[src/design/qpu_exu_params.svh]
// Field positions assume a 32-bit instruction word. QPU_EVENT_DW must not exceed QPU_IMM_W
`ifndef QPU_EXU_PARAMS_SVH
`define QPU_EXU_PARAMS_SVH

////////////////////
// Instruction word fields
`define QPU_INSTR_W 32
`define QPU_OPC_MSB 31
`define QPU_OPC_LSB 28
`define QPU_MASK_MSB 27
`define QPU_MASK_LSB 24
// Immediate sits in the low bits of the word
`define QPU_IMM_W 16

////////////////////
// Time points and event channels
`define QPU_TIME_W 16
// One mask bit per channel
`define QPU_EVENT_NUM 4
`define QPU_EVENT_DW 8
`define QPU_EVENT_WIRE_W (`QPU_EVENT_NUM * `QPU_EVENT_DW)

// Scheduled events held at once
`define QPU_QUEUE_DEPTH 4

`endif

[src/design/qpu_exu_pkg.sv]
// Types shared by the execution stage. Widths come from the params header and are not checked here
`default_nettype none

`include "qpu_exu_params.svh"

package qpu_exu_pkg;

  ////////////////////
  // Opcodes, anything not listed is illegal
  typedef enum logic [`QPU_OPC_MSB-`QPU_OPC_LSB:0] {
    OPC_NOP   = 4'd0,
    OPC_TSET  = 4'd1,  // Load time register
    OPC_WAIT  = 4'd2,  // Advance time register
    OPC_EDATA = 4'd3,  // Write channel data
    OPC_EVENT = 4'd4   // Schedule at current time
  } opcode_e;

  // Accepted instruction from dispatch
  typedef struct packed {
    logic                      strb;  // One cycle per legal accept
    opcode_e                   opc;
    logic [`QPU_EVENT_NUM-1:0] mask;
    logic [`QPU_IMM_W-1:0]     imm;
  } exu_op_t;

  ////////////////////
  // One scheduled event
  typedef struct packed {
    logic [`QPU_TIME_W-1:0]       tpoint;
    logic [`QPU_EVENT_NUM-1:0]    mask;
    logic [`QPU_EVENT_WIRE_W-1:0] data;  // Channel 0 in the low byte
  } event_entry_t;

endpackage

`default_nettype wire

[src/design/qpu_exu.sv]
// Execution stage top with one instruction per cycle at most and a free-running i_trig_clk in clk domain
`timescale 1ns/100ps
`default_nettype none

`include "qpu_exu_params.svh"

module qpu_exu (
  input  wire                             clk,
  input  wire                             i_arst_n,
  input  wire                             i_valid,
  input  wire  [`QPU_INSTR_W-1:0]         i_instr,
  input  wire  [`QPU_TIME_W-1:0]          i_trig_clk,
  output logic                            o_ready,
  output logic                            o_illegal,
  output logic                            o_exu_active,
  output logic                            o_trig_clk_ena,
  output logic [`QPU_EVENT_NUM-1:0]       o_trig_valid,
  output logic [`QPU_EVENT_WIRE_W-1:0]    o_trig_data
);

  qpu_exu_pkg::exu_op_t       disp_op;
  qpu_exu_pkg::event_entry_t  evq_entry;
  logic                       evq_push;
  logic                       evq_full;

  ////////////////////
  // Dispatch
  qpu_exu_disp u_qpu_exu_disp (
    .clk          (clk       ),
    .i_arst_n     (i_arst_n  ),
    .i_valid      (i_valid   ),
    .i_instr      (i_instr   ),
    .i_queue_full (evq_full  ),
    .o_ready      (o_ready   ),
    .o_op         (disp_op   ),
    .o_illegal    (o_illegal )
  );

  ////////////////////
  // Time and channel data registers
  qpu_exu_timing_regs u_qpu_exu_timing_regs (
    .clk      (clk       ),
    .i_arst_n (i_arst_n  ),
    .i_op     (disp_op   ),
    .o_push   (evq_push  ),
    .o_entry  (evq_entry )
  );

  ////////////////////
  // Event queue and trigger release
  qpu_exu_event_queue u_qpu_exu_event_queue (
    .clk            (clk            ),
    .i_arst_n       (i_arst_n       ),
    .i_push         (evq_push       ),
    .i_entry        (evq_entry      ),
    .i_trig_clk     (i_trig_clk     ),
    .o_full         (evq_full       ),
    .o_trig_clk_ena (o_trig_clk_ena ),
    .o_trig_valid   (o_trig_valid   ),
    .o_trig_data    (o_trig_data    )
  );

  assign o_exu_active = o_trig_clk_ena | i_valid;  // Pending events or a waiting instruction

endmodule

`default_nettype wire

[src/design/qpu_exu_disp.sv]
// Ready follows queue space alone and illegal opcodes are consumed and flagged but never executed
`timescale 1ns/100ps
`default_nettype none

`include "qpu_exu_params.svh"

module qpu_exu_disp (
  input  wire                        clk,
  input  wire                        i_arst_n,
  input  wire                        i_valid,
  input  wire  [`QPU_INSTR_W-1:0]    i_instr,
  input  wire                        i_queue_full,
  output logic                       o_ready,
  output qpu_exu_pkg::exu_op_t       o_op,
  output logic                       o_illegal
);

  qpu_exu_pkg::opcode_e opc;
  logic                 legal;
  logic                 accept;

  ////////////////////
  // Decode
  assign opc = qpu_exu_pkg::opcode_e'(i_instr[`QPU_OPC_MSB:`QPU_OPC_LSB]);

  always_comb begin
    case (opc)
      qpu_exu_pkg::OPC_NOP,
      qpu_exu_pkg::OPC_TSET,
      qpu_exu_pkg::OPC_WAIT,
      qpu_exu_pkg::OPC_EDATA,
      qpu_exu_pkg::OPC_EVENT: legal = 1'b1;
      default:                legal = 1'b0;  // Codes 5 to 15
    endcase
  end

  // Handshake
  assign o_ready = ~i_queue_full;  // Same for every opcode
  assign accept  = i_valid & o_ready;

  always_comb begin
    o_op.strb = accept & legal;
    o_op.opc  = opc;
    o_op.mask = i_instr[`QPU_MASK_MSB:`QPU_MASK_LSB];
    o_op.imm  = i_instr[`QPU_IMM_W-1:0];
  end

  ////////////////////
  // Illegal flag pulses one cycle after the accept edge
  always_ff @(posedge clk or negedge i_arst_n) begin
    if (!i_arst_n) begin
      o_illegal <= 1'b0;
    end else begin
      o_illegal <= accept & ~legal;
    end
  end

  // A stalled instruction stays on the input until it is accepted
  assert property (@(posedge clk) disable iff (!i_arst_n)
                   (i_valid && !o_ready) |=> (i_valid && $stable(i_instr)))
    else $error("instruction dropped or changed while stalled");

endmodule

`default_nettype wire

[src/design/qpu_exu_event_queue.sv]
// Releases at most one event per cycle in push order, and a late head holds back every entry behind it
`timescale 1ns/100ps
`default_nettype none

`include "qpu_exu_params.svh"

module qpu_exu_event_queue (
  input  wire                                clk,
  input  wire                                i_arst_n,
  input  wire                                i_push,
  input  wire qpu_exu_pkg::event_entry_t     i_entry,
  input  wire  [`QPU_TIME_W-1:0]             i_trig_clk,
  output logic                               o_full,
  output logic                               o_trig_clk_ena,
  output logic [`QPU_EVENT_NUM-1:0]          o_trig_valid,
  output logic [`QPU_EVENT_WIRE_W-1:0]       o_trig_data
);

  localparam int PTR_W = (`QPU_QUEUE_DEPTH > 1) ? $clog2(`QPU_QUEUE_DEPTH) : 1;
  localparam int CNT_W = $clog2(`QPU_QUEUE_DEPTH + 1);

  qpu_exu_pkg::event_entry_t mem_q [`QPU_QUEUE_DEPTH];

  logic [PTR_W-1:0] wr_ptr_q;
  logic [PTR_W-1:0] rd_ptr_q;
  logic [CNT_W-1:0] count_q;

  qpu_exu_pkg::event_entry_t head;
  logic                      empty;
  logic                      pop;

  ////////////////////
  // Storage
  always_ff @(posedge clk) begin
    if (i_push) begin
      mem_q[wr_ptr_q] <= i_entry;
    end
  end

  assign head   = mem_q[rd_ptr_q];
  assign empty  = (count_q == '0);
  assign o_full = (count_q == CNT_W'(`QPU_QUEUE_DEPTH));

  // Release on match or once the trigger clock has passed
  assign pop = !empty && (head.tpoint <= i_trig_clk);

  ////////////////////
  // Pointers and count
  always_ff @(posedge clk or negedge i_arst_n) begin
    if (!i_arst_n) begin
      wr_ptr_q <= '0;
      rd_ptr_q <= '0;
      count_q  <= '0;
    end else begin
      if (i_push) begin
        wr_ptr_q <= (wr_ptr_q == PTR_W'(`QPU_QUEUE_DEPTH - 1)) ? '0 : wr_ptr_q + 1'b1;
      end
      if (pop) begin
        rd_ptr_q <= (rd_ptr_q == PTR_W'(`QPU_QUEUE_DEPTH - 1)) ? '0 : rd_ptr_q + 1'b1;
      end
      case ({i_push, pop})
        2'b10:   count_q <= count_q + 1'b1;
        2'b01:   count_q <= count_q - 1'b1;
        default: count_q <= count_q;  // Both or neither
      endcase
    end
  end

  assign o_trig_clk_ena = ~empty;

  ////////////////////
  // Release outputs pulse for one cycle after the pop edge
  always_ff @(posedge clk or negedge i_arst_n) begin
    if (!i_arst_n) begin
      o_trig_valid <= '0;
      o_trig_data  <= '0;
    end else if (pop) begin
      o_trig_valid <= head.mask;
      o_trig_data  <= head.data;
    end else begin
      o_trig_valid <= '0;
      o_trig_data  <= '0;
    end
  end

  // Dispatch holds ready low while full
  assert property (@(posedge clk) disable iff (!i_arst_n) o_full |-> !i_push)
    else $error("event pushed into a full queue");

endmodule

`default_nettype wire

[src/design/qpu_exu_timing_regs.sv]
// Time register wraps at QPU_TIME_W bits and the queue compares unwrapped, so keep schedules below the wrap
`timescale 1ns/100ps
`default_nettype none

`include "qpu_exu_params.svh"

module qpu_exu_timing_regs (
  input  wire                         clk,
  input  wire                         i_arst_n,
  input  wire qpu_exu_pkg::exu_op_t   i_op,
  output logic                        o_push,
  output qpu_exu_pkg::event_entry_t   o_entry
);

  logic [`QPU_TIME_W-1:0]                        time_q;
  logic [`QPU_EVENT_NUM-1:0][`QPU_EVENT_DW-1:0]  chan_q;  // Channel 0 in the lowest byte

  logic is_tset;
  logic is_wait;
  logic is_edata;
  logic is_event;

  assign is_tset  = i_op.strb && (i_op.opc == qpu_exu_pkg::OPC_TSET);
  assign is_wait  = i_op.strb && (i_op.opc == qpu_exu_pkg::OPC_WAIT);
  assign is_edata = i_op.strb && (i_op.opc == qpu_exu_pkg::OPC_EDATA);
  assign is_event = i_op.strb && (i_op.opc == qpu_exu_pkg::OPC_EVENT);

  ////////////////////
  // Time register
  always_ff @(posedge clk or negedge i_arst_n) begin
    if (!i_arst_n) begin
      time_q <= '0;
    end else if (is_tset) begin
      time_q <= i_op.imm;
    end else if (is_wait) begin
      time_q <= time_q + i_op.imm;  // Wraps
    end
  end

  // Every masked channel takes the low byte of the immediate
  always_ff @(posedge clk or negedge i_arst_n) begin
    if (!i_arst_n) begin
      chan_q <= '0;
    end else if (is_edata) begin
      for (int i = 0; i < `QPU_EVENT_NUM; i++) begin
        if (i_op.mask[i]) begin
          chan_q[i] <= i_op.imm[`QPU_EVENT_DW-1:0];
        end
      end
    end
  end

  ////////////////////
  // Queue push at the accept edge with pre-edge values
  assign o_push = is_event;

  always_comb begin
    o_entry.tpoint = time_q;
    o_entry.mask   = i_op.mask;
    o_entry.data   = chan_q;
  end

  // Dispatch strobes only the five legal opcodes
  assert property (@(posedge clk) disable iff (!i_arst_n)
                   i_op.strb |-> (i_op.opc <= qpu_exu_pkg::OPC_EVENT))
    else $error("operation strobe with an illegal opcode");

endmodule

`default_nettype wire

[config.mk]
export PLATFORM = sky130hd
export DESIGN_NAME = qpu_exu
export DESIGN_NICKNAME = d
export VERILOG_FILES = /design/src/design/qpu_exu_pkg.sv /design/src/design/qpu_exu.sv /design/src/design/qpu_exu_disp.sv /design/src/design/qpu_exu_event_queue.sv /design/src/design/qpu_exu_timing_regs.sv
export VERILOG_INCLUDE_DIRS = /design/src /design/src/design
export SDC_FILE = /design/constraint.sdc
export NUM_CORES = 1
export LEC_CHECK = 0
export ABC_CLOCK_PERIOD_IN_PS = 4500
export BUFFER_PORTS_ARGS = -buffer_cell sky130_fd_sc_hd__buf_2
export CORE_MARGIN = 5
export CORE_UTILIZATION = 30
export DETAILED_ROUTE_END_ITERATION = 8
export PLACE_DENSITY = 0.5
export SETUP_SLACK_MARGIN = 0.02
export SLEW_MARGIN = 40
export SYNTH_ARGS = -nofsm -noshare
export SYNTH_HDL_FRONTEND = slang
export SYNTH_SLANG_ARGS = --single-unit
[constraint.sdc]
create_clock -name clk -period 4.5 [get_ports clk]
set_input_delay 0.45 -clock clk [delete_from_list [all_inputs] [get_ports clk]]
set_output_delay 0.45 -clock clk [all_outputs]
set_load 0.005 [all_outputs]
# Word-level counts from Yosys, hierarchy flattened
# Memory sizes are Yosys's and may differ from the RTL's.
# Cells that the tools add are included.
# totals
out_inout_bits	40
word_cells	59
ramBits	208
input_bits	51
mem_count	1
ff_bits	92
# op_classes
addsub	5
bitwise	7
muxes	10
n_eq_ne	9
n_lt_le_gt_ge	1
reduce_logical	15
# mem_list
memory	depth	width	rd	rd_clocked_by_memory_dff	write_ports	line	rtl
u_qpu_exu_event_queue.mem_q	4	52	1	0	1	qpu_exu_event_queue.sv:22	qpu_exu_pkg::event_entry_t mem_q [`QPU_QUEUE_DEPTH];
# op_table
operator	n
$mux 16	2
$mux 32	1
$add 16x16->16	1
$le 16x16->1	1
$eq 4x2->1 const B	2
$reduce_and 2->1	4
$eq 2x2->1 const B	3
$pmux 3 s2	1
$logic_and 1x1->1	5
$reduce_or 5->1	1
$add 2x1->2 const B	2
$eq 4x1->1 const B	1
$eq 4x3->1 const B	1
$logic_not 4->1	1
$mux 2	2
$mux 4	1
$reduce_bool 2->1	2
$add 3x1->3 const B	1
$and 1x1->1	3
$eq 3x3->1 const B	1
$logic_not 3->1	1
$mux 1	3
$not 1->1	3
$sub 3x1->3 const B	1
3 further kinds	3

# Longest topological paths before layout
# Gate-level depths: netlist of run 1.
# logic_depth
word_depth	7
ltp_mapped	19
mapped_depth_nobuf	16

# Hierarchy
# From an unflattened synthesis of run 1, not the netlist that was laid out.
# hier_totals
cells_unflattened	791
area_unflattened_um2	12698.4
# by_module_without_submodules
mod	area_per_inst_um2	instances	cells_each	seq_area_each_um2
qpu_exu_event_queue	9673.0	1	497	7322.0
qpu_exu_timing_regs	2777.7	1	262	1201.2
qpu_exu_disp	241.5	1	31	25.0
qpu_exu	6.3	1	1	0.0

# Least setup slack after synthesis of run 1
# No wires, ideal clock.
# synth_path
kind	register -> register
start	register u_qpu_exu_event_queue.rd_ptr_q[0]
end	register u_qpu_exu_event_queue.count_q[2]
n_path_buf	4
setup_time_ns	0.079
setup_slack_ns	0.524
t_arrival_ns	3.897
synth_period_minus_slack_ns	3.976
stages_incl_launch_ff	20
required_time_ns	4.421
cell_sequence	dfrtp_1 > buf_2 > buf_2 > buf_2 > mux4_2 > ha_1 > nor2b_1 > o21a_1 > o21ai_0 > a211oi_1 > o21ai_0 > a31oi_1 > buf_2 > inv_1 > ha_1 > inv_1 > fa_1 > xor2_1 > nor2_1 > xor2_1
# synth_between
elab_chain_len	5
word_cells_on_any_way	7
cone_classes	1 x order compare; 2 x eq/ne; 1 x mux; 2 x reduce/logical; 1 x memory
# synth_rtl
item	line	rtl
from (decl)	qpu_exu_event_queue.sv:25	logic [PTR_W-1:0] rd_ptr_q;
from (signal assigned)	qpu_exu_event_queue.sv:59	rd_ptr_q <= (rd_ptr_q == PTR_W'(`QPU_QUEUE_DEPTH - 1)) ? '0 : rd_ptr_q + 1'b1;
$mem_v2 4x52 (*)	-	
$le 16x16->1 (*)	qpu_exu_event_queue.sv:45	assign pop = !empty && (head.tpoint <= i_trig_clk);
$logic_and 1x1->1 (*)	qpu_exu_event_queue.sv:45	
via u_qpu_exu_event_queue.pop	qpu_exu_event_queue.sv:30	logic pop;
$eq 2x1->1 / $eq 2x2->1 (equally long branches)	qpu_exu_event_queue.sv:61	case ({i_push, pop})
$pmux 3 s2 / $reduce_bool 2->1 (equally long branches)	-	
to (signal assigned)	qpu_exu_event_queue.sv:62	2'b10: count_q <= count_q + 1'b1;
to (signal assigned)	qpu_exu_event_queue.sv:63	2'b01: count_q <= count_q - 1'b1;
to (signal assigned)	qpu_exu_event_queue.sv:64	default: count_q <= count_q;
to (decl)	qpu_exu_event_queue.sv:26	logic [CNT_W-1:0] count_q;
# The timed path passes the listed nets; every way through them passes the cells marked *.
# A chain may end at the register's enable or synchronous reset.

# Worst setup path after layout of run 1
# Same ends and word-level chain as after synthesis.

==> flow_summary.rst, run 1 <==
.. list-table::
   :header-rows: 1

   * - Metric
     - Value
   * - Fraction of registers with async set/reset
     - between 30% and 40%
   * - Minimum clock period after layout
     - 3730 ps
   * - Mean routed wirelength per cell
     - roughly 19 um
   * - Total of warnings raised by yosys
     - 0
   * - Area added between synthesis and finish
     - 17.6%
   * - Clock latency on the worst-skew pair
     - roughly 580 ps
   * - Count of standard-cell rows
     - 73
   * - Tightest Pin Transition
     - 690 ps
   * - Number of nets in the layout
     - between 900 and 1000
   * - Buffers on Ports
     - 82
   * - Main combinational cell family by area after synthesis
     - multiplexers
   * - First-iteration detailed-routing DRC count
     - 241
   * - Data arrival time of the worst path
     - 4210 ps
   * - Compound-gate portion of the synthesized area
     - between 4 and 5%
   * - Wire length of the first global-routing pass
     - 40700 um
   * - Wire length reported by the detailed router
     - between 20000 and 30000 um
   * - Relative slew slack
     - between 50% and 60%
   * - Synth Area in Simple Gates
     - about 6%
   * - Via Count
     - approximately 6200
   * - Fmax achieved
     - 268 MHz
   * - Most used cells in the layout excluding fill and tap cells
     - 208 x sky130_fd_sc_hd__edfxtp_1, 90 x sky130_fd_sc_hd__dfrtp_1, 81 x sky130_fd_sc_hd__buf_2, 52 x sky130_fd_sc_hd__mux4_2, 42 x sky130_fd_sc_hd__nor2b_1
   * - Worst Reg-to-Reg Cells
     - 15
   * - DIE AREA
     - ~45000 sq um
   * - Maximum fanout count along the critical path
     - 20
   * - Cell depth of the worst min-delay path
     - 1
   * - Register area share after synthesis
     - between 70% and 80%
   * - Required time at the endpoint of the critical path
     - around 5000 ps
   * - R2R Setup Slk
     - approximately 770 ps
   * - CP max stage cell
     - sky130_fd_sc_hd__dfrtp_4
   * - Final-layout fill cell count
     - ~3800
   * - Critical path cell sequence
     - mux4_2 -> ha_1 -> nor2b_1 -> o21a_1 -> o21ai_0 -> a211oi_1 -> o21ai_0 -> a31oi_4 -> inv_1 -> ha_1 -> inv_1 -> fa_1 -> xor2_1 -> nor2_1 -> xor2_1
   * - Maximum number of pins on one net before global-route repair
     - 70
   * - Terminus of the critical flop-to-flop path
     - u_qpu_exu_event_queue.count_q[2]
   * - Total area of sequential cells
     - about 8600 sq um
   * - Startpoint of the most critical register-to-register path
     - u_qpu_exu_event_queue.rd_ptr_q[0]
   * - Area of the mapped netlist
     - between 10000 and 15000 sq um
   * - Beginning of the worst hold path
     - i_instr[25]
   * - Most used DFF post-synth
     - sky130_fd_sc_hd__edfxtp_1
   * - Area inside the core boundary
     - between 40000 and 50000 sq um
   * - DIE WIDTH
     - approximately 210 um
   * - Largest clock skew in the final design
     - 36.8 ps
   * - Fraction of final layout cells sized beyond drive strength 1
     - just under 30%
   * - Instance count of the mapped netlist
     - a little over 700
   * - I/O Pins
     - 91
   * - Adder and majority cell fraction of the synthesized area
     - under 10%
   * - Clock Root Buffer
     - sky130_fd_sc_hd__clkbuf_16
   * - Run status
     - completed
   * - Weighted congestion reported at the end of routability-driven placement
     - approximately 0.83
   * - Count of placed standard cells including taps
     - 1304
   * - Fin Setup TNS
     - 0 ps
   * - Number of synthesized flops with an enable pin
     - between 200 and 250
   * - Overall track demand over capacity in global routing
     - between 10% and 20%
   * - Peak VDD IR
     - ~280 uV
   * - Number of distinct standard cells referenced by the synthesized netlist
     - 50
   * - Synthesized netlist net count
     - 800
   * - DPL Wire Length
     - between 15000 and 20000 um
   * - Worst hold margin
     - approximately 150 ps
   * - Unrepaired setup endpoints after global routing
     - no
   * - Synthesized-area fraction occupied by xor and xnor cells
     - under 10%
   * - Clk sinks
     - 300
   * - Type of the setup path with the least slack
     - reg2reg
   * - Depth of the CTS H-tree
     - 1
   * - Multi-input logic area
     - ~3500 sq um
   * - Drt via density
     - around 4.6
   * - Period Utilization, post-route
     - between 80% and 90%
   * - Tot Pwr
     - 8.68 mW
   * - Initial core utilization
     - about 31%
   * - Post-DRT Antenna Nets
     - 0
   * - Y dimension of the die
     - around 210 um
   * - Area after DPL
     - 13300 sq um
   * - Startpoint kind of the worst setup timing path
     - flop
   * - Critical path's largest stage delay
     - 690 ps
   * - Count of unresolved DRC violations after routing
     - 0
   * - Cts bufs inserted
     - 30
   * - Worst hold endpoint
     - u_qpu_exu_event_queue.mem_q[2][33]
   * - Residual overflow from global routing
     - 0
   * - Antenna violations before repair
     - 3
   * - Syn avg cell area
     - between 15 and 20 sq um
   * - Hold violation total from the final report
     - 0
   * - Number of maximum-capacitance violations
     - 0
   * - Most common cell after layout, fill and taps aside
     - sky130_fd_sc_hd__edfxtp_1
   * - Antenna Diode Count
     - 0
   * - Crit. End Element
     - flop
   * - Drt pass-1 iters
     - 4
   * - Portion of netlist area occupied by mux cells
     - between 10% and 20%
   * - Worst hold-check path type
     - in2reg
   * - Register bit total from synthesis
     - 300
   * - Post-layout instance count excluding filler cells
     - 1361
   * - Design area
     - roughly 14000 sq um
   * - Vias in the first global route
     - between 6000 and 7000
   * - Buffer depth of the longest clock path
     - 3
   * - Total of endpoints with negative setup slack in the final report
     - 0
   * - Pins over their slew limit
     - 0
   * - CTS clk-pin slew, worst paths
     - roughly 60 ps
   * - CTS tree
     - done
   * - Leakage power
     - between 5 and 6 nW
   * - Power per cell area
     - slightly above 600 nW/um^2
-- metrics by stage --
stage / util (%) / setup slack, ps
after floorplan: - / 524
after global placement: 33.1 / 656
after detailed placement: 33.3 / 689
after CTS: 35.9 / 655
after global routing: 35.9 / 397
final: 35.9 / 774
-- sequential cells by signal (all words and copies together) (netlist names) --
signal,count
u_qpu_exu_event_queue.mem_q,208
u_qpu_exu_event_queue.o_trig_data,32
u_qpu_exu_timing_regs.o_entry,32
u_qpu_exu_timing_regs.time_q,16
u_qpu_exu_event_queue.o_trig_valid,4
u_qpu_exu_event_queue.count_q,3
u_qpu_exu_event_queue.rd_ptr_q,2
u_qpu_exu_event_queue.wr_ptr_q,2
u_qpu_exu_disp.o_illegal,1
-- worst max-delay path by stage --
stage                                      start                           endpoint  slack (ps)  depth (start not counted)
6_report       u_qpu_exu_event_queue.rd_ptr_q[0]   u_qpu_exu_event_queue.count_q[2]         770                         15
5_1_grt        u_qpu_exu_event_queue.rd_ptr_q[0]   u_qpu_exu_event_queue.count_q[2]         400                         15
4_1_cts        u_qpu_exu_event_queue.rd_ptr_q[0]  u_qpu_exu_event_queue.rd_ptr_q[1]         650                         10
3_5_place_dp   u_qpu_exu_event_queue.rd_ptr_q[0]  u_qpu_exu_event_queue.rd_ptr_q[1]         690                         10
3_3_place_gp   u_qpu_exu_event_queue.rd_ptr_q[0]  u_qpu_exu_event_queue.rd_ptr_q[1]         660                         10
2_1_floorplan  u_qpu_exu_event_queue.rd_ptr_q[0]   u_qpu_exu_event_queue.count_q[2]         520                         19
-- cells in the mapped netlist (22+ instances only) --
cell type                  instances  share of area [%]
sky130_fd_sc_hd__edfxtp_1        208                 51
sky130_fd_sc_hd__o21ai_0          28                1.1
sky130_fd_sc_hd__mux2_2           30                2.8
sky130_fd_sc_hd__nor2b_1          42                2.2
sky130_fd_sc_hd__nor2_1           22               0.68
sky130_fd_sc_hd__dfrtp_1          92                 19
sky130_fd_sc_hd__nand2_1          31               0.95
sky130_fd_sc_hd__ha_1             37                3.8
sky130_fd_sc_hd__inv_1            29               0.89
sky130_fd_sc_hd__a21oi_1          30                1.2
sky130_fd_sc_hd__mux4_2           52                9.6
-- layer usage --
layer,part of all wire [%],track usage (%)
met1,45,16.1
met2,50,19.8
met3,3.3,1.84
met4,2.0,2.98
met5,0.10,0
-- worst max-delay path, delay by kind of cell, from the launching register on --
family                     cells  cell delay [ps]
adders and majority gates      3              840
xor gates and xnor gates       2              300
buffers and inverters          2              150
muxes                          1              560
DFF                            1              690
AOI/OAI and AO/OA              5              870
and+or+nand+nor                2              240
-- cell type report --
cell class | instances | share of cell area (%)
Timing Repair Buffer | 93 | 3.84
Inverter | 29 | 0.758
Clock inverter | 15 | 1.10
Multi-Input combinational cell | 358 | 24.2
Tap cell | 525 | 4.58
Sequential cell | 300 | 59.6
Clock buffer | 41 | 5.94
-- cell families (layout without fill, tap and decap cells) --
group / after synthesis / count (layout)
flops: 300 / 300
simple gates: 131 / 131
compound gates: 91 / 91
mux: 83 / 83
buf+inv: 52 / 178
fa+ha+maj: 39 / 39
xor+xnor: 14 / 14
-- where the power goes --
part	leakage [nW]	switching [mW]	total [mW]	internal, mW
sequential	3.05	0.388	3.88	3.49
combinational	1.90	1.18	2.32	1.14
clock	0.498	1.04	2.48	1.45
-- repair_timing --
action,in CTS,in global routing
gates resized for setup,0,0
hold buffers,1,0
setup buffers,0,0
hold endpoints to repair,68,0
(Power assumes the default switching activity.)
==> run 2: changes to the inputs <==
--- a/config.mk
+++ b/config.mk
@@ -6,7 +6,7 @@
 export SDC_FILE = /design/constraint.sdc
 export NUM_CORES = 1
 export LEC_CHECK = 0
-export ABC_CLOCK_PERIOD_IN_PS = 4500
+export ABC_CLOCK_PERIOD_IN_PS = 3550
 export BUFFER_PORTS_ARGS = -buffer_cell sky130_fd_sc_hd__buf_2
 export CORE_MARGIN = 5
 export CORE_UTILIZATION = 30
==> constraint.sdc (replaced) <==
create_clock -name clk -period 3.55 [get_ports clk]
set_input_delay 0.355 -clock clk [delete_from_list [all_inputs] [get_ports clk]]
set_output_delay 0.355 -clock clk [all_outputs]
set_load 0.005 [all_outputs]
==> run 2 against run 1 <==
Utilization increased by 0.35 points. Fmax increased by 11%. Sequential power increased by 25%. Non-clock buffer count increased by 12. Via count increased by 0.86%. Register-to-register slack got worse by 580 ps. Flip-flop and latch count unchanged. Clock skew increased by 15 ps. Cell area increased by 0.99%. Highest routed layer unchanged.
==> flow_summary.rst, run 2 (same netlist as run 1, synthesis figures left out) <==
.. list-table::
   :header-rows: 1

   * - Metric
     - Value
   * - Area added between synthesis and finish
     - 18.8%
   * - Buffer depth of the longest clock path
     - 3 (unchanged)
   * - Maximum number of pins on one net before global-route repair
     - 58 (-17%)
   * - Area inside the core boundary
     - 40000 sq um (unchanged)
   * - Worst hold-check path type
     - in2reg
   * - Power share of the sequential group
     - 43.8% (-0.9 points)
   * - Terminus of the critical flop-to-flop path
     - u_qpu_exu_event_queue.count_q[2]
   * - Crit. End Element
     - flop
   * - First-iteration detailed-routing DRC count
     - 380 (+58%)
   * - Clk pwr share
     - 27.4% (-1.2 points)
   * - Worst Reg-to-Reg Cells
     - 15 (unchanged)
   * - Y dimension of the die
     - 212 um (unchanged)
   * - Psw
     - 3.33 mW (+28%)
   * - Combinational group share of total power
     - 28.8% (+2.1 points)
   * - R2R Setup Slk
     - 190 ps (-580 ps)
   * - Required time at the endpoint of the critical path
     - 4020 ps (-960 ps)
   * - Peak VDD IR
     - 373 uV (+32%)
   * - Most common cell after layout, fill and taps aside
     - sky130_fd_sc_hd__edfxtp_1
   * - Weighted congestion reported at the end of routability-driven placement
     - 0.731 (-12%)
   * - Most used cells in the layout excluding fill and tap cells
     - 208 x sky130_fd_sc_hd__edfxtp_1, 90 x sky130_fd_sc_hd__dfrtp_1, 81 x sky130_fd_sc_hd__buf_2, 52 x sky130_fd_sc_hd__mux4_2, 42 x sky130_fd_sc_hd__nor2b_1
   * - Placement-stage worst setup slack
     - -43.9 ps (-733 ps)
   * - Crit-path leading delay family
     - compound AO/OA/AOI/OAI gates
   * - Type of the setup path with the least slack
     - reg2reg
   * - Overall track demand over capacity in global routing
     - 12.0% (+0.22 points)
   * - Wire length reported by the detailed router
     - 26600 um (+1.9%)
   * - Maximum fanout count along the critical path
     - 8 (-60%)
   * - DIE WIDTH
     - 212 um (unchanged)
   * - Mean routed wirelength per cell
     - 19.3 um (+0.86%)
   * - Period Utilization, post-route
     - 94.6% (+12 points)
   * - Clock latency on the worst-skew pair
     - 590 ps (about the same)
   * - Max FFs per register
     - 208 (unchanged)
   * - Initial core utilization
     - 30.5% (unchanged)
   * - Post-route worst setup slack
     - 192 ps (-582 ps)
   * - Minimum clock period after layout
     - 3360 ps (-368 ps)
   * - Drt pass-1 iters
     - 4 (unchanged)
   * - Tightest Pin Transition
     - 618 ps (-72.6 ps)
   * - Cts bufs inserted
     - 30 (unchanged)
   * - Fmax achieved
     - 298 MHz (+11%)
   * - Critical path cell sequence
     - mux4_2 -> ha_1 -> nor2b_1 -> o21a_1 -> o21ai_1 -> a211oi_1 -> o21ai_1 -> a31oi_4 -> inv_2 -> ha_4 -> inv_1 -> fa_2 -> xor2_1 -> nor2_1 -> xor2_1
   * - Fraction of final layout cells sized beyond drive strength 1
     - 31.3% (+1.7 points)
   * - Antenna violations before repair
     - 4 (+1)
   * - Startpoint of the most critical register-to-register path
     - u_qpu_exu_event_queue.rd_ptr_q[0]
   * - CTS clk-pin slew, worst paths
     - 60 ps (about the same)
   * - Count of placed standard cells including taps
     - 1311 (+0.54%)
   * - Worst hold endpoint
     - u_qpu_exu_event_queue.mem_q[2][32]
   * - Residual overflow from global routing
     - 0 (unchanged)
   * - DIE AREA
     - 44800 sq um (unchanged)
   * - I/O Pins
     - 91 (unchanged)
   * - Largest clock skew in the final design
     - 51.4 ps (+14.6 ps)
   * - Vias in the first global route
     - 6704 (+0.78%)
   * - Bufs and invs on worst path
     - 2 (unchanged)
   * - Via Count
     - 6303 (+0.86%)
   * - Number of maximum-capacitance violations
     - 0 (unchanged)
   * - Leakage power
     - 5.50 nW (+0.83%)
   * - Drt via density
     - 4.58 (-0.16%)
   * - CP max stage cell
     - sky130_fd_sc_hd__mux4_2
   * - Unrepaired setup endpoints after global routing
     - yes
   * - Total of endpoints with negative setup slack in the final report
     - 0 (unchanged)
   * - Post-DRT Antenna Nets
     - 0 (unchanged)
   * - Clk sinks
     - 300 (unchanged)
   * - Post-layout instance count excluding filler cells
     - 1375 (+1.0%)
   * - Relative slew slack
     - 58.8% (+4.8 points)
   * - Pins over their slew limit
     - 0 (unchanged)
   * - Startpoint kind of the worst setup timing path
     - flop
   * - Cell-internal power
     - 7.74 mW (+27%)
   * - Beginning of the worst hold path
     - i_instr[24]
   * - Largest register by flop count
     - u_qpu_exu_event_queue.mem_q
   * - Power per cell area
     - 764 nW/um^2 (+26%)
   * - Switching portion of total power
     - 30.1% (+0.15 points)
   * - Critical path's largest stage delay
     - 530 ps (-160 ps)
   * - Hold violation total from the final report
     - 0 (unchanged)
   * - Wire length of the first global-routing pass
     - 41000 um (+0.76%)
   * - CTS tree
     - done
   * - Cell depth of the worst min-delay path
     - 1 (unchanged)
   * - Depth of the CTS H-tree
     - 1 (unchanged)
   * - Run status
     - completed
   * - Data arrival time of the worst path
     - 3830 ps (-380 ps)
   * - Buffers on Ports
     - 82 (unchanged)
   * - Final-layout fill cell count
     - 3797 (+0.079%)
   * - Clock Root Buffer
     - sky130_fd_sc_hd__clkbuf_16
   * - Number of nets in the layout
     - 914 (+1.3%)
   * - Count of unresolved DRC violations after routing
     - 0 (unchanged)
   * - DPL Wire Length
     - 16900 um (+0.99%)
   * - Count of standard-cell rows
     - 73 (unchanged)
[run 2: changes by cell type in the layout (fill, tap and decap cells not counted), moves of 3 or more]
cell	delta
sky130_fd_sc_hd__and2_2	+4
sky130_fd_sc_hd__ha_1	-4
sky130_fd_sc_hd__ha_4	+4
sky130_fd_sc_hd__diode_2	+3
sky130_fd_sc_hd__o21ai_0	-4
sky130_fd_sc_hd__o21ai_1	+3
sky130_fd_sc_hd__buf_4	+8
sky130_fd_sc_hd__and2_4	-4
[run 2: worst max-delay path by stage]
stage	depth (start not counted)	startpoint	end
floorplan	19	u_qpu_exu_event_queue.rd_ptr_q[0]	u_qpu_exu_event_queue.count_q[2]
global placement	17	u_qpu_exu_event_queue.rd_ptr_q[0]	u_qpu_exu_event_queue.count_q[2]
detailed placement	17	u_qpu_exu_event_queue.rd_ptr_q[0]	u_qpu_exu_event_queue.count_q[2]
CTS	17	u_qpu_exu_event_queue.rd_ptr_q[0]	u_qpu_exu_event_queue.count_q[2]
global route	15	u_qpu_exu_event_queue.rd_ptr_q[0]	u_qpu_exu_event_queue.count_q[2]
finish	15	u_qpu_exu_event_queue.rd_ptr_q[0]	u_qpu_exu_event_queue.count_q[2]
[run 2: power groups by stage]
stage / logic [mW] / registers [mW] / clock network, mW
finish: 3.19 / 4.85 / 3.04
floorplan: 2.30 / 4.76 / 0
global route: 3.60 / 4.93 / 3.29
detailed placement: 3.10 / 4.94 / 0
global placement: 3.09 / 4.91 / 0
CTS: 3.13 / 4.87 / 3.14
[run 2: timing repair]
item / CTS / global route
endpoints found under the setup margin: 4 / 4
pin swaps: 1 / 9
buffers inserted: 0 / 5
resized for setup: 3 / 18
endpoints found under the hold margin: 56 / 0
cloned: 0 / 0
hold buffers: 1 / 0
[run 2: per-stage QoR]
stage                     total power [mW]  utilization, %  instance area (sq um)  TNS, ps  hold slack (ps)
after floorplan                       7.05               -                  12200        0             59.4
after global placement                8.00            33.5                  13400    -13.0              475
after detailed placement              8.03            33.5                  13400    -77.5              472
after CTS                             11.1            35.9                  14400    -25.6             1.71
after global routing                  11.8            36.2                  14500    -10.7             11.0
final                                 11.1            36.2                  14500        0             40.9
[run 2: cell type report]
type | instances | area (sq um) | share of cell area [%]
clock inverters | 15 | 131 | 0.906
well taps | 525 | 657 | 4.53
multi-input cells | 358 | 3530 | 24.4
diodes | 3 | 7.51 | 0.0518
repair buffers | 105 | 678 | 4.68
inverters | 29 | 109 | 0.751
clock buffers | 40 | 828 | 5.71
flip-flops and latches | 300 | 8550 | 59.0
[run 2: metal layers]
layer	part of all wire, %	vias up	GRT usage (%)
met5	0.10	-	0
met4	1.9	4	3.22
met3	4.8	34	2.49
met2	49	105	20.2
met1	44	3223	15.8
li1	-	2937	-
==> run 3: changes to the inputs <==
--- a/config.mk
+++ b/config.mk
@@ -10,6 +10,7 @@
 export BUFFER_PORTS_ARGS = -buffer_cell sky130_fd_sc_hd__buf_2
 export CORE_MARGIN = 5
 export CORE_UTILIZATION = 30
+export CTS_BUF_LIST = sky130_fd_sc_hd__clkbuf_4
 export DETAILED_ROUTE_END_ITERATION = 8
 export PLACE_DENSITY = 0.5
 export SETUP_SLACK_MARGIN = 0.02
==> run 3 against run 2 <==
Critical path type unchanged. Cell area up 1.1%. Worst hold slack improved by 40 ps. Final cell count is 7.2% higher. Count of clock-buffer cells in the layout grew 78. Power down 1.2%. Sequential power about the same. Sequential share of layout area down 0.62 points. Non-clock buffer count rose by 15. First-iteration DRC count decreased by 2.4%. Die area did not move. Wire length rose by 1.6%.
==> flow_summary.rst, run 3 (same netlist as run 1, synthesis figures left out) <==
.. list-table::
   :header-rows: 1

   * - Metric
     - Value
   * - Run status
     - completed
   * - CTS tree
     - done
   * - Weighted congestion reported at the end of routability-driven placement
     - 0.731 (unchanged)
   * - Drt via density
     - 4.51 (-1.6%)
   * - Cts bufs inserted
     - 76 (+150%)
   * - Hold violation total from the final report
     - 0 (unchanged)
   * - Area added between synthesis and finish
     - 20.0%
   * - Fmax achieved
     - 290 MHz (-2.5%)
   * - DIE AREA
     - 44800 sq um (unchanged)
   * - Period Utilization, post-route
     - 97.0% (+2.4 points)
   * - I/O Pins
     - 91 (unchanged)
   * - Mean routed wirelength per cell
     - 18.3 um (-5.3%)
   * - Crit. End Element
     - flop
   * - Worst hold-check path type
     - in2reg
   * - Clock latency on the worst-skew pair
     - 710 ps (+120 ps)
   * - Multi-input logic area
     - 3490 sq um (-1.1%)
   * - Most used cells in the layout excluding fill and tap cells
     - 208 x sky130_fd_sc_hd__edfxtp_1, 118 x sky130_fd_sc_hd__clkbuf_4, 90 x sky130_fd_sc_hd__dfrtp_1, 81 x sky130_fd_sc_hd__buf_2, 52 x sky130_fd_sc_hd__mux4_2
   * - Clk sinks
     - 300 (unchanged)
   * - Wire length reported by the detailed router
     - 27000 um (+1.6%)
   * - Largest register by flop count
     - u_qpu_exu_event_queue.mem_q
   * - Clock Root Buffer
     - sky130_fd_sc_hd__clkbuf_4
   * - Number of nets in the layout
     - 975 (+6.7%)
   * - Final-layout fill cell count
     - 3837 (+1.1%)
   * - Total of endpoints with negative setup slack in the final report
     - 0 (unchanged)
   * - Minimum clock period after layout
     - 3440 ps (+85.5 ps)
   * - Leakage power
     - 5.69 nW (+3.4%)
   * - Antenna violations before repair
     - 4 (unchanged)
   * - Count of placed standard cells including taps
     - 1311 (unchanged)
   * - Maximum fanout count along the critical path
     - 4 (-4)
   * - Drt pass-1 iters
     - 4 (unchanged)
   * - Fin Setup TNS
     - 0 ps (unchanged)
   * - Startpoint kind of the worst setup timing path
     - flop
   * - Wire length of the first global-routing pass
     - 42100 um (+2.7%)
   * - Max FFs per register
     - 208 (unchanged)
   * - Overall track demand over capacity in global routing
     - 12.4% (+0.38 points)
   * - Worst hold margin
     - 80.8 ps (+39.8 ps)
   * - DIE WIDTH
     - 212 um (unchanged)
   * - Power per cell area
     - 747 nW/um^2 (-2.2%)
   * - First-iteration detailed-routing DRC count
     - 371 (-2.4%)
   * - Critical path's largest stage delay
     - 500 ps (-30 ps)
   * - Type of the setup path with the least slack
     - reg2reg
   * - Buffer depth of the longest clock path
     - 3 (unchanged)
   * - Unrepaired setup endpoints after global routing
     - yes
   * - Data arrival time of the worst path
     - 4040 ps (+210 ps)
   * - Largest clock skew in the final design
     - 59.5 ps (+8.17 ps)
   * - CTS clk-pin slew, worst paths
     - 70 ps (about the same)
   * - CP max stage cell
     - sky130_fd_sc_hd__mux4_2
   * - Y dimension of the die
     - 212 um (unchanged)
   * - Fraction of final layout cells sized beyond drive strength 1
     - 36.0% (+4.7 points)
   * - DPL Wire Length
     - 16900 um (unchanged)
   * - Count of unresolved DRC violations after routing
     - 0 (unchanged)
   * - Count of standard-cell rows
     - 73 (unchanged)
   * - Depth of the CTS H-tree
     - 3 (+2)
   * - Buffers on Ports
     - 82 (unchanged)
   * - Peak VDD IR
     - 242 uV (-35%)
   * - Post-layout instance count excluding filler cells
     - 1474 (+7.2%)
   * - Number of maximum-capacitance violations
     - 0 (unchanged)
   * - Residual overflow from global routing
     - 0 (unchanged)
   * - Critical path cell sequence
     - buf_6 -> mux4_2 -> ha_1 -> nor2b_1 -> o21a_1 -> o21ai_1 -> a211oi_1 -> o21ai_1 -> a31oi_4 -> inv_2 -> ha_2 -> inv_1 -> fa_1 -> xor2_1 -> nor2_1 -> xor2_1
   * - Bufs and invs on worst path
     - 3 (+1)
   * - Tightest Pin Transition
     - 611 ps (-6.48 ps)
   * - Maximum number of pins on one net before global-route repair
     - 58 (unchanged)
   * - Post-DRT Antenna Nets
     - 0 (unchanged)
   * - Required time at the endpoint of the critical path
     - 4150 ps (+130 ps)
   * - Post-Route Utilization
     - 36.6% (+0.39 points)
   * - Via Count
     - 6652 (+5.5%)
   * - Vias in the first global route
     - 7287 (+8.7%)
   * - Pins over their slew limit
     - 0 (unchanged)
   * - Total area of sequential cells
     - 8550 sq um (unchanged)
   * - Initial core utilization
     - 30.5% (unchanged)
   * - Relative slew slack
     - 59.2% (+0.43 points)
   * - Area inside the core boundary
     - 40000 sq um (unchanged)
   * - Crit-path leading delay family
     - adder cells
   * - Most common cell after layout, fill and taps aside
     - sky130_fd_sc_hd__edfxtp_1
[run 3: cell count changes in the layout (fill, tap and decap cells not counted), moves of 2 or more]
cell,delta
sky130_fd_sc_hd__a21oi_2,+2
sky130_fd_sc_hd__dlygate4sd3_1,+14
sky130_fd_sc_hd__clkbuf_8,-4
sky130_fd_sc_hd__ha_1,+3
sky130_fd_sc_hd__a21oi_1,-2
sky130_fd_sc_hd__clkinv_2,-6
sky130_fd_sc_hd__clkbuf_1,-6
sky130_fd_sc_hd__clkbuf_16,-30
sky130_fd_sc_hd__clkinv_1,+12
sky130_fd_sc_hd__clkbuf_4,+118
sky130_fd_sc_hd__ha_4,-4
[run 3: layout make-up]
cell class | instances | share of cell area (%)
flip-flops and latches | 300 | 58.4
multi-input cells | 358 | 23.8
clock buffers | 118 | 6.05
repair buffers | 120 | 5.75
well taps | 525 | 4.48
inverters | 29 | 0.743
clock inverters | 22 | 0.726
diodes | 2 | 0.0342
[run 3: metal layers]
layer / up-vias / GRT usage (%) / part of all wire, %
li1: 3114 / - / -
met2: 163 / 20.4 / 49
met1: 3323 / 15.6 / 43
met3: 48 / 3.50 / 6.0
met5: - / 0 / 0.093
met4: 4 / 4.64 / 2.0
[run 3: report_power, final]
group          total, mW  switching [mW]  internal [mW]  leakage, nW
clock network       2.90            1.37           1.53        0.588
logic               3.22            1.61           1.60         2.04
registers           4.83           0.405           4.42         3.05
total               10.9            3.39           7.56         5.69
[run 3: what timing repair did]
action	4_1_cts	5_1_grt
endpoints found under the hold margin	82	0
hold buffers	15	0
buffers inserted	1	5
cloned	0	0
endpoints found under the setup margin	4	2
resized for setup	3	17
pin swaps	1	5
[run 3: worst paths after layout]
check / from / end / slack, ps / cells after the start
worst max-delay path: u_qpu_exu_event_queue.rd_ptr_q[0] / u_qpu_exu_event_queue.count_q[2] / 110 / 16
worst min register to register: u_qpu_exu_event_queue.count_q[2] / u_qpu_exu_event_queue.count_q[2] / 480 / 1
worst max register to register: u_qpu_exu_event_queue.rd_ptr_q[0] / u_qpu_exu_event_queue.count_q[2] / 110 / 16
min in group asynchronous: i_arst_n / u_qpu_exu_event_queue.o_trig_data[22] / 190 / 2
worst min-delay path: i_instr[7] / u_qpu_exu_timing_regs.o_entry[7] / 80 / 2
max in group asynchronous: i_arst_n / u_qpu_exu_timing_regs.time_q[15] / 2670 / 3
[run 3: per-stage QoR]
step           setup slack [ps]  instance area, sq um  power (mW)
2_1_floorplan              29.3                 12200        7.05
3_3_place_gp              -13.0                 13400        8.00
3_5_place_dp              -43.9                 13400        8.03
4_1_cts                   -10.6                 14500        11.0
5_1_grt                   -18.9                 14600        11.8
6_report                    107                 14700        10.9
